--- src/hw/prei_pkg.sv ---
// prei package: width typedefs, 8x8 block constants, controller state enum

package prei_pkg;

	// ------------------------------------------------------------
	// widths with a meaning
	// ------------------------------------------------------------

	typedef logic [7:0]  pix_t;  // one luma pixel
	typedef logic [31:0] word_t; // four pixels, first one in low byte
	typedef logic [3:0]  adr_t;  // ram word address
	typedef logic [13:0] sum_t;  // block pixel sum, max 64*255
	typedef logic [13:0] sad_t;  // block sad, same bound as the sum

	// ------------------------------------------------------------
	// block format
	// ------------------------------------------------------------

	localparam int PIX_PER_WORD  = 4;  // pixels packed per ram word
	localparam int WORDS_PER_BLK = 16; // 8x8 block = 16 words
	localparam int LAST_ADR      = 15; // last word of a pass

	// dc = (sum + 32) >> 6, i.e. rounded mean of 64 pixels
	localparam int DC_SHIFT = 6;
	localparam int DC_ROUND = 32;

	// ------------------------------------------------------------
	// controller states
	// ------------------------------------------------------------

	typedef enum logic [2:0] {
		IDLE, // waiting for start
		LOAD, // loader writes 16 words
		SUM,  // first read pass, dc
		SAD,  // second read pass, cost
		DONE  // one-cycle result strobe
	} prei_state_e;

endpackage
--- src/hw/prei_top.sv ---
// prei_top: original-pixel stage, controller, address counter, ram, dc and sad datapath

module prei_top
	import prei_pkg::*;
(
	input  logic  clk,
	input  logic  arst_n_i,
	input  logic  start_i,   // one-cycle pulse
	input  logic  org_vld_i, // loader write strobe
	input  word_t org_dat_i, // four pixels, first in low byte
	output logic  busy_o,
	output logic  done_o,    // one-cycle pulse
	output pix_t  dc_o,
	output sad_t  sad_o
);

	// ------------------------------------------------------------
	// internal wires
	// ------------------------------------------------------------

	logic  cnt_clr;
	logic  cnt_inc;
	logic  cnt_last;
	adr_t  cnt_adr;  // shared by write and read port
	logic  ram_wr_n; // low active
	logic  ram_rd_n; // low active, raw pass read strobe
	word_t ram_dat;
	logic  sum_clr;
	logic  sad_clr;
	pix_t  dc_val;

	// ------------------------------------------------------------
	// control
	// ------------------------------------------------------------

	prei_ctrl u_ctrl (
		.clk        ( clk       ),
		.arst_n_i   ( arst_n_i  ),
		.start_i    ( start_i   ),
		.org_vld_i  ( org_vld_i ),
		.cnt_last_i ( cnt_last  ),
		.cnt_clr_o  ( cnt_clr   ),
		.cnt_inc_o  ( cnt_inc   ),
		.ram_wr_n_o ( ram_wr_n  ),
		.ram_rd_n_o ( ram_rd_n  ),
		.sum_clr_o  ( sum_clr   ),
		.sad_clr_o  ( sad_clr   ),
		.busy_o     ( busy_o    ),
		.done_o     ( done_o    )
	);

	prei_adr_cnt u_adr_cnt (
		.clk      ( clk      ),
		.arst_n_i ( arst_n_i ),
		.clr_i    ( cnt_clr  ),
		.inc_i    ( cnt_inc  ),
		.adr_o    ( cnt_adr  ),
		.last_o   ( cnt_last )
	);

	// ------------------------------------------------------------
	// block store
	// ------------------------------------------------------------

	prei_ram_dp_16x32 u_ram (
		.clk      ( clk       ),
		.wr_ena_i ( ram_wr_n  ),
		.wr_adr_i ( cnt_adr   ),
		.wr_dat_i ( org_dat_i ),
		.rd_ena_i ( ram_rd_n  ),
		.rd_adr_i ( cnt_adr   ),
		.rd_dat_o ( ram_dat   )
	);

	// ------------------------------------------------------------
	// datapath
	// ------------------------------------------------------------

	prei_dc_sum u_dc_sum (
		.clk      ( clk      ),
		.arst_n_i ( arst_n_i ),
		.clr_i    ( sum_clr  ),
		.rd_ena_i ( ram_rd_n ),
		.rd_dat_i ( ram_dat  ),
		.dc_o     ( dc_val   )
	);

	prei_sad u_sad (
		.clk      ( clk      ),
		.arst_n_i ( arst_n_i ),
		.clr_i    ( sad_clr  ),
		.rd_ena_i ( ram_rd_n ),
		.rd_dat_i ( ram_dat  ),
		.dc_i     ( dc_val   ),
		.sad_o    ( sad_o    )
	);

	assign dc_o = dc_val;

endmodule

--- src/hw/prei_sad.sv ---
// prei_sad: sum of absolute pixel-minus-dc differences over the second read pass

module prei_sad
	import prei_pkg::*;
(
	input  logic  clk,
	input  logic  arst_n_i,
	input  logic  clr_i,    // start of sad pass
	input  logic  rd_ena_i, // ram read strobe, low active
	input  word_t rd_dat_i, // ram read data
	input  pix_t  dc_i,     // from prei_dc_sum, settled before this pass
	output sad_t  sad_o
);

	logic rd_vld;   // rd_dat_i carries a word this cycle
	logic armed;    // inside the sad pass
	logic last;     // final word of the pass
	sad_t word_sad; // four abs differences of the current word
	sad_t acc;

	// ------------------------------------------------------------
	// abs difference per pixel
	// ------------------------------------------------------------

	always_comb begin
		pix_t pix;
		pix      = '0;
		word_sad = '0;
		for (int i = 0; i < PIX_PER_WORD; i++) begin
			pix = rd_dat_i[i*$bits(pix_t) +: $bits(pix_t)];
			if (pix > dc_i) begin
				word_sad += sad_t'(pix - dc_i);
			end else begin
				word_sad += sad_t'(dc_i - pix);
			end
		end
	end

	// end of the valid run, same scheme as prei_dc_sum
	assign last = armed && rd_vld && rd_ena_i;

	// ------------------------------------------------------------
	// accumulator
	// ------------------------------------------------------------

	always_ff @(posedge clk or negedge arst_n_i) begin
		if (!arst_n_i) begin
			rd_vld <= 1'b0;
			armed  <= 1'b0;
			acc    <= '0;
		end else begin
			rd_vld <= !rd_ena_i;
			if (clr_i) begin
				armed <= 1'b1; // last sum word on rd_dat_i is skipped
				acc   <= '0;
			end else if (armed && rd_vld) begin
				acc <= acc + word_sad; // 64*255 max, fits sad_t
				if (last) armed <= 1'b0;
			end
		end
	end

	assign sad_o = acc; // holds once disarmed

	// ------------------------------------------------------------
	// checks
	// ------------------------------------------------------------

	// dc from the sum pass must not move under the sad pass
	dc_stable_a : assert property (
		@(posedge clk) disable iff (!arst_n_i)
		(armed && rd_vld) |-> $stable(dc_i)
	) else $error("prei_sad: dc_i changed during sad pass");

endmodule

--- src/hw/prei_dc_sum.sv ---
// prei_dc_sum: block pixel sum over the first read pass and rounded dc value

module prei_dc_sum
	import prei_pkg::*;
(
	input  logic  clk,
	input  logic  arst_n_i,
	input  logic  clr_i,    // start of sum pass
	input  logic  rd_ena_i, // ram read strobe, low active
	input  word_t rd_dat_i, // ram read data
	output pix_t  dc_o      // holds until the next sum pass ends
);

	logic rd_vld;   // rd_dat_i carries a word this cycle
	logic armed;    // inside the sum pass
	logic last;     // final word of the pass on rd_dat_i
	sum_t word_sum; // four pixels of the current word
	sum_t acc;
	sum_t rnd_sum;  // running sum incl. this word, rounded

	// ------------------------------------------------------------
	// word adder
	// ------------------------------------------------------------

	always_comb begin
		word_sum = '0;
		for (int i = 0; i < PIX_PER_WORD; i++) begin
			word_sum += sum_t'(rd_dat_i[i*$bits(pix_t) +: $bits(pix_t)]);
		end
	end

	// max 64*255 + 32 still fits sum_t
	assign rnd_sum = acc + word_sum + sum_t'(DC_ROUND);

	// reads are back to back, so a valid word with no read behind it
	// is the 16th one
	assign last = armed && rd_vld && rd_ena_i;

	// ------------------------------------------------------------
	// control and dc register
	// ------------------------------------------------------------

	always_ff @(posedge clk or negedge arst_n_i) begin
		if (!arst_n_i) begin
			rd_vld <= 1'b0;
			armed  <= 1'b0;
			dc_o   <= '0;
		end else begin
			rd_vld <= !rd_ena_i; // one-cycle ram latency
			if (clr_i) begin
				armed <= 1'b1;
			end else if (last) begin
				armed <= 1'b0; // sad pass reads pass by untouched
				dc_o  <= pix_t'(rnd_sum >> DC_SHIFT);
			end
		end
	end

	// accumulator, cleared per pass
	always_ff @(posedge clk) begin
		if (clr_i) begin
			acc <= '0;
		end else if (armed && rd_vld) begin
			acc <= acc + word_sum;
		end
	end

endmodule

--- src/hw/prei_ctrl.sv ---
// prei_ctrl: FSM for block load, sum pass, sad pass and done strobe

module prei_ctrl
	import prei_pkg::*;
(
	input  logic clk,
	input  logic arst_n_i,
	input  logic start_i,    // one-cycle, ignored while busy
	input  logic org_vld_i,  // loader write strobe
	input  logic cnt_last_i, // counter at word 15
	output logic cnt_clr_o,
	output logic cnt_inc_o,
	output logic ram_wr_n_o, // low active
	output logic ram_rd_n_o, // low active, also the datapath read strobe
	output logic sum_clr_o,  // arms prei_dc_sum
	output logic sad_clr_o,  // arms prei_sad
	output logic busy_o,
	output logic done_o
);

	prei_state_e state;
	logic        drain;   // wait cycle after the 16th read
	logic        load_wr; // accepted loader word
	logic        pass_rd; // read issued this cycle

	// ------------------------------------------------------------
	// strobes
	// ------------------------------------------------------------

	assign load_wr = (state == LOAD) && org_vld_i; // strobes outside LOAD dropped
	assign pass_rd = ((state == SUM) || (state == SAD)) && !drain;

	assign ram_wr_n_o = !load_wr;
	assign ram_rd_n_o = !pass_rd;
	assign cnt_inc_o  = load_wr || pass_rd; // one word per write or read

	// counter already wrapped to 0 after word 15,
	// clear again at start and in each drain cycle anyway
	assign cnt_clr_o = ((state == IDLE) && start_i) || drain;

	// sum pass armed by the final load word
	assign sum_clr_o = load_wr && cnt_last_i;
	// sad pass armed while the last sum word drains
	assign sad_clr_o = (state == SUM) && drain;

	assign busy_o = (state != IDLE); // covers DONE, falls after it
	assign done_o = (state == DONE);

	// ------------------------------------------------------------
	// state register
	// ------------------------------------------------------------

	always_ff @(posedge clk or negedge arst_n_i) begin
		if (!arst_n_i) begin
			state <= IDLE;
			drain <= 1'b0;
		end else begin
			case (state)
				IDLE: begin
					if (start_i) state <= LOAD;
				end
				LOAD: begin
					if (load_wr && cnt_last_i) state <= SUM; // 16th word written
				end
				SUM, SAD: begin
					if (drain) begin
						drain <= 1'b0;
						state <= (state == SUM) ? SAD : DONE;
					end else if (cnt_last_i) begin
						drain <= 1'b1; // 16 reads out, let the last one land
					end
				end
				DONE: begin
					state <= IDLE;
				end
				default: begin
					state <= IDLE;
				end
			endcase
		end
	end

	// ------------------------------------------------------------
	// checks
	// ------------------------------------------------------------

	done_pulse_a : assert property (
		@(posedge clk) disable iff (!arst_n_i)
		done_o |=> !done_o
	) else $error("prei_ctrl: done_o longer than one cycle");

	wr_rd_excl_a : assert property (
		@(posedge clk) disable iff (!arst_n_i)
		!(!ram_wr_n_o && !ram_rd_n_o)
	) else $error("prei_ctrl: ram write and read both enabled");

endmodule

--- src/hw/prei_adr_cnt.sv ---
// prei_adr_cnt: word address counter for load and read passes, last-word flag

module prei_adr_cnt
	import prei_pkg::*;
(
	input  logic clk,
	input  logic arst_n_i,
	input  logic clr_i,  // back to word 0, wins over inc_i
	input  logic inc_i,  // step one word
	output adr_t adr_o,
	output logic last_o  // at LAST_ADR
);

	adr_t adr;

	// ------------------------------------------------------------
	// counter
	// ------------------------------------------------------------

	always_ff @(posedge clk or negedge arst_n_i) begin
		if (!arst_n_i) begin
			adr <= '0;
		end else if (clr_i) begin
			adr <= '0;
		end else if (inc_i) begin
			if (adr == adr_t'(LAST_ADR)) begin
				adr <= '0; // wrap, next pass starts at 0
			end else begin
				adr <= adr + adr_t'(1);
			end
		end
	end

	assign adr_o  = adr;
	assign last_o = (adr == adr_t'(LAST_ADR)); // 16th word of the pass

	// ------------------------------------------------------------
	// checks
	// ------------------------------------------------------------

	// controller never steps and clears together
	clr_inc_excl_a : assert property (
		@(posedge clk) disable iff (!arst_n_i)
		!(clr_i && inc_i)
	) else $error("prei_adr_cnt: clr_i and inc_i in same cycle");

endmodule

--- src/hw/prei_ram_dp_16x32.sv ---
// prei_ram_dp_16x32: two-port 16x32 original-pixel register file, active-low enables

module prei_ram_dp_16x32
	import prei_pkg::*;
(
	input  logic  clk,
	input  logic  wr_ena_i, // low active
	input  adr_t  wr_adr_i,
	input  word_t wr_dat_i,
	input  logic  rd_ena_i, // low active
	input  adr_t  rd_adr_i,
	output word_t rd_dat_o  // valid one cycle after rd_ena_i low
);

	// ------------------------------------------------------------
	// storage
	// ------------------------------------------------------------

	word_t mem [WORDS_PER_BLK]; // one 8x8 block
	word_t rd_dat;              // registered read word

	// write port b, read port a
	// both in one block so a same-address read sees the old word
	always_ff @(posedge clk) begin
		if (!wr_ena_i) begin
			mem[wr_adr_i] <= wr_dat_i;
		end
		if (!rd_ena_i) begin
			rd_dat <= mem[rd_adr_i]; // holds when not reading
		end
	end

	assign rd_dat_o = rd_dat;

	// ------------------------------------------------------------
	// checks
	// ------------------------------------------------------------

	// no reset pin here, so "after reset" means once the controller
	// has driven known enables they must stay known
	ena_known_a : assert property (
		@(posedge clk)
		!$isunknown({wr_ena_i, rd_ena_i}) |=> !$isunknown({wr_ena_i, rd_ena_i})
	) else $error("prei_ram: enable went unknown");

endmodule

--- config.mk ---
export PLATFORM = sky130hd
export DESIGN_NAME = prei_top
export DESIGN_NICKNAME = d
export VERILOG_FILES = /design/src/hw/prei_pkg.sv /design/src/hw/prei_top.sv /design/src/hw/prei_sad.sv /design/src/hw/prei_dc_sum.sv /design/src/hw/prei_ctrl.sv /design/src/hw/prei_adr_cnt.sv /design/src/hw/prei_ram_dp_16x32.sv
export SDC_FILE = /design/constraint.sdc
export NUM_CORES = 1
export LEC_CHECK = 0
export BUFFER_PORTS_ARGS = -buffer_cell sky130_fd_sc_hd__clkbuf_2
export CORE_MARGIN = 4
export CORE_UTILIZATION = 46
export CTS_CLUSTER_DIAMETER = 120
export CTS_CLUSTER_SIZE = 25
export DETAILED_ROUTE_END_ITERATION = 8
export SETUP_SLACK_MARGIN = 0.1
export SLEW_MARGIN = 20
export SYNTH_ARGS = -nofsm -noshare
export SYNTH_HDL_FRONTEND = slang
export SYNTH_SLANG_ARGS = --single-unit
--- constraint.sdc ---
create_clock -name clk -period 21.1 [get_ports clk]
set_input_delay 4.22 -clock clk [delete_from_list [all_inputs] [get_ports clk]]
set_output_delay 4.22 -clock clk [all_outputs]
set_load 0.005 [all_outputs]
==> impl_metrics.ini <==
[synth]
synth_top_cell_by_area = edfxtp_1
syn-instance-count = 1781
yosysSeqAreaShare_pct = 61.6
synth-edff-count = 544
synth.top_cells.by_area = edfxtp_1 (58%), mux4_2 (13%), ha_1 (6.1%)
yosysTopAreaCellShare_pct = 57.7
synthFlopType = edfxtp_1
ys_seq_elements = 591
ys_warn_count = 0
ys_async_sr_fraction_pct = 5.58
synth_fp_nets = 1985
yosysUniqueCellTypes = 74
syn_area_mm2 = 0.0283
avgSynthCellArea_um2 = 15.9

[sta]
drv_slew = 0
hold_violations = 0
setup-violations-final = 0
clock.fmax_ghz = 0.115
skew_ns = 0.0518
layout_min_cycle_time_ns = 8.67
post-route-period-util_pct = 41.1
slew_headroom_pct = 30.2
rsz0062_at_grt = no
fin_tns_setup_ns = 0
worst_slew_pin_slew_ns = 1.05

[layout]
stdcell_count = 2620
area_growth_pct = 7.54
drive_gt1_share_pct = 17.2
fin_nets = 2034
multi_input_area_mm2 = 0.0102
seqCellArea_mm2 = 0.0175
fin_util_pct = 50.2
fill_cells = 5022
antenna_cells = 0

[detailed_routing]
drt_first_pass_iters = 5
wl_um = 65700
vias_per_cell = 5.85
vias = 15300
post-route-drc-count = 0
drt_iter0_drc = 1442
wire_per_inst_um = 25.1
final_antenna_net_count = 0

[cts]
clk_latency_ns = 0.64
root_buffer = clkbuf_16
cts_buffers = 28
clk_pin_slew_ns = 0.11
cts_tree = built
post_cts_resized = 0
postCtsSetupBuffers = 0
hold_buffers = 0
htree_levels = 1
clock_path_buffers = 3
clock_sinks = 591

[critical_path]
worst-endpoint-required_ns = 21.60
worst_ep_arrival_time_ns = 9.17
slowest_stage = dfrtp_1
cp-start-kind = flip-flop
reg2reg_depth = 32
end_kind = flip-flop
cp_max_fo = 13
cp_slowest_stage_delay_ns = 0.69
critPathKind = reg2reg
crit_top_cell = a21oi_1

[status]
status = completed

[worst_hold_path]
hp-class = reg2reg
holdPathStages = 2

[floorplan]
io_pins = 60
coreArea_mm2 = 0.0606
fp.dieH_um = 256
floorplan.die.width_um = 256
die-area_mm2 = 0.0655
start_util_pct = 46.7
fp-row-count = 90

[global_route]
grtUsageTotal_pct = 19.8
grt_pass1_wl_um = 98800
grt_pass1_vias = 15500
grt_max_degree = 69
antenna_found_initial = 5
grt-ovfl-total = 0

[placement]
dp_hpwl_um = 41300
io_buffers = 59
dp_cells = 2582
place.gp.congestion = 0.899

[run]
drv_cap = 0
[cell families after synthesis]
| group | synth area share [%] |
|---|---|
| AOI/OAI and AO/OA | 6.63 |
| xor gates and xnor gates | 2.73 |
| and+or+nand+nor | 4.78 |
| muxes | 13.3 |
| adders and majority gates | 8.20 |
| DFF | 61.6 |
| buffers and inverters | 2.69 |
[routing by layer]
| metal | track usage (%) | wire [µm] | share of wire (%) |
|---|---|---|---|
| met1 | 28.1 | 28800 | 44 |
| met2 | 33.1 | 32300 | 49 |
| met3 | 2.52 | 2950 | 4.5 |
| met4 | 4.30 | 1530 | 2.3 |
| met5 | 0 | 69 | 0.10 |
[registers in the layout, summed over array words and instances (netlist names)]
signal,count
u_adr_cnt.adr_o,4
u_ctrl.drain,1
u_ctrl.state,3
u_dc_sum.acc,14
u_dc_sum.armed,1
u_dc_sum.dc_o,8
u_ram.mem,512
u_ram.rd_dat_o,32
u_sad.armed,1
u_sad.rd_vld,1
u_sad.sad_o,14
[Yosys cell counts, drive strengths merged, types with 6 or more instances]
library cell  instances
mux2i                11
buf                  19
nand2                85
or3                   6
nand3                19
edfxtp              544
ha                  139
and2                  8
clkbuf               48
dfrtp                33
xnor2                61
nor3                 30
o211ai                6
a21boi                6
fa                   29
a22o                 10
a21o                 27
nand4                 7
xor2                 22
o21a                  7
nor4                  6
o21ai                54
a211oi                9
dfxtp                14
a21oi                85
inv                 130
nor2b                18
o21bai               16
nand2b                9
a311oi                8
mux4                160
nor2                 71
[layout make-up]
cell class | count | share of cell area, %
Tap cell | 782 | 3.22
Clock inverter | 4 | 0.247
Clock buffer | 34 | 2.38
Sequential cell | 591 | 57.4
Timing Repair Buffer | 86 | 1.64
Multi-Input combinational cell | 993 | 33.6
Inverter | 130 | 1.60
[worst max-delay path: cells and delay by family (launching register included)]
family,cells,cell delay [ns]
AO/OA/AOI/OAI,17,3.61
XOR/XNOR,3,0.70
adder cells (fa/ha/maj),5,2.04
buffers and inverters,3,0.56
flip-flops,1,0.69
multiplexers,1,0.40
AND/OR/NAND/NOR,3,0.56
[final timing paths]
kind,start,endpoint,slack [ns]
max,u_dc_sum.dc_o[1]$_DFFE_PN0P_,u_sad.sad_o[13]$_DFFE_PN0P_,12.43
min,u_dc_sum.acc[8]$_SDFFE_PP0P_,u_dc_sum.acc[8]$_SDFFE_PP0P_,0.47
max reg2reg,u_dc_sum.dc_o[1]$_DFFE_PN0P_,u_sad.sad_o[13]$_DFFE_PN0P_,12.43
min reg2reg,u_dc_sum.acc[8]$_SDFFE_PP0P_,u_dc_sum.acc[8]$_SDFFE_PP0P_,0.47
max in group asynchronous,arst_n_i,u_adr_cnt.adr_o[0]$_DFFE_PN0P_,16.64
min in group asynchronous,arst_n_i,u_sad.sad_o[13]$_DFFE_PN0P_,3.75
[per-stage QoR]
step / hold slack (ns) / instance area, µm² / worst slack, ns
6_report: 0.468 / 30400 / 12.43
5_1_grt: 0.501 / 30400 / 11.63
4_1_cts: 0.472 / 30400 / 12.40
3_5_place_dp: 0.455 / 29600 / 12.48
3_3_place_gp: 0.447 / 29600 / 12.52
2_1_floorplan: 0.441 / 28300 / 13.22
[cell usage in the layout (no fill, tap or decap), types with 6 or more instances in the layout]
cell type	n
nor2_1	59
inv_1	129
clkbuf_16	28
fa_1	29
xor2_1	22
mux2i_1	11
nand4_1	6
dfrtp_1	29
nand2b_1	9
a211oi_1	9
nor3_1	26
o21a_1	7
or3_1	6
nor2b_1	18
nor2_4	12
xnor2_1	61
a311oi_1	8
a21oi_1	84
edfxtp_1	544
a21o_1	27
a22o_1	10
and2_1	8
ha_1	139
o211ai_1	6
nor4_1	6
o21bai_1	16
buf_4	27
clkbuf_1	6
o21ai_0	53
dfxtp_1	14
nand2_1	85
mux4_2	160
clkbuf_2	59
nand3_1	19
Power is left out: the tool's default activity adds up to more than one toggle a clock period on the data nets, which glitch-free logic cannot reach.
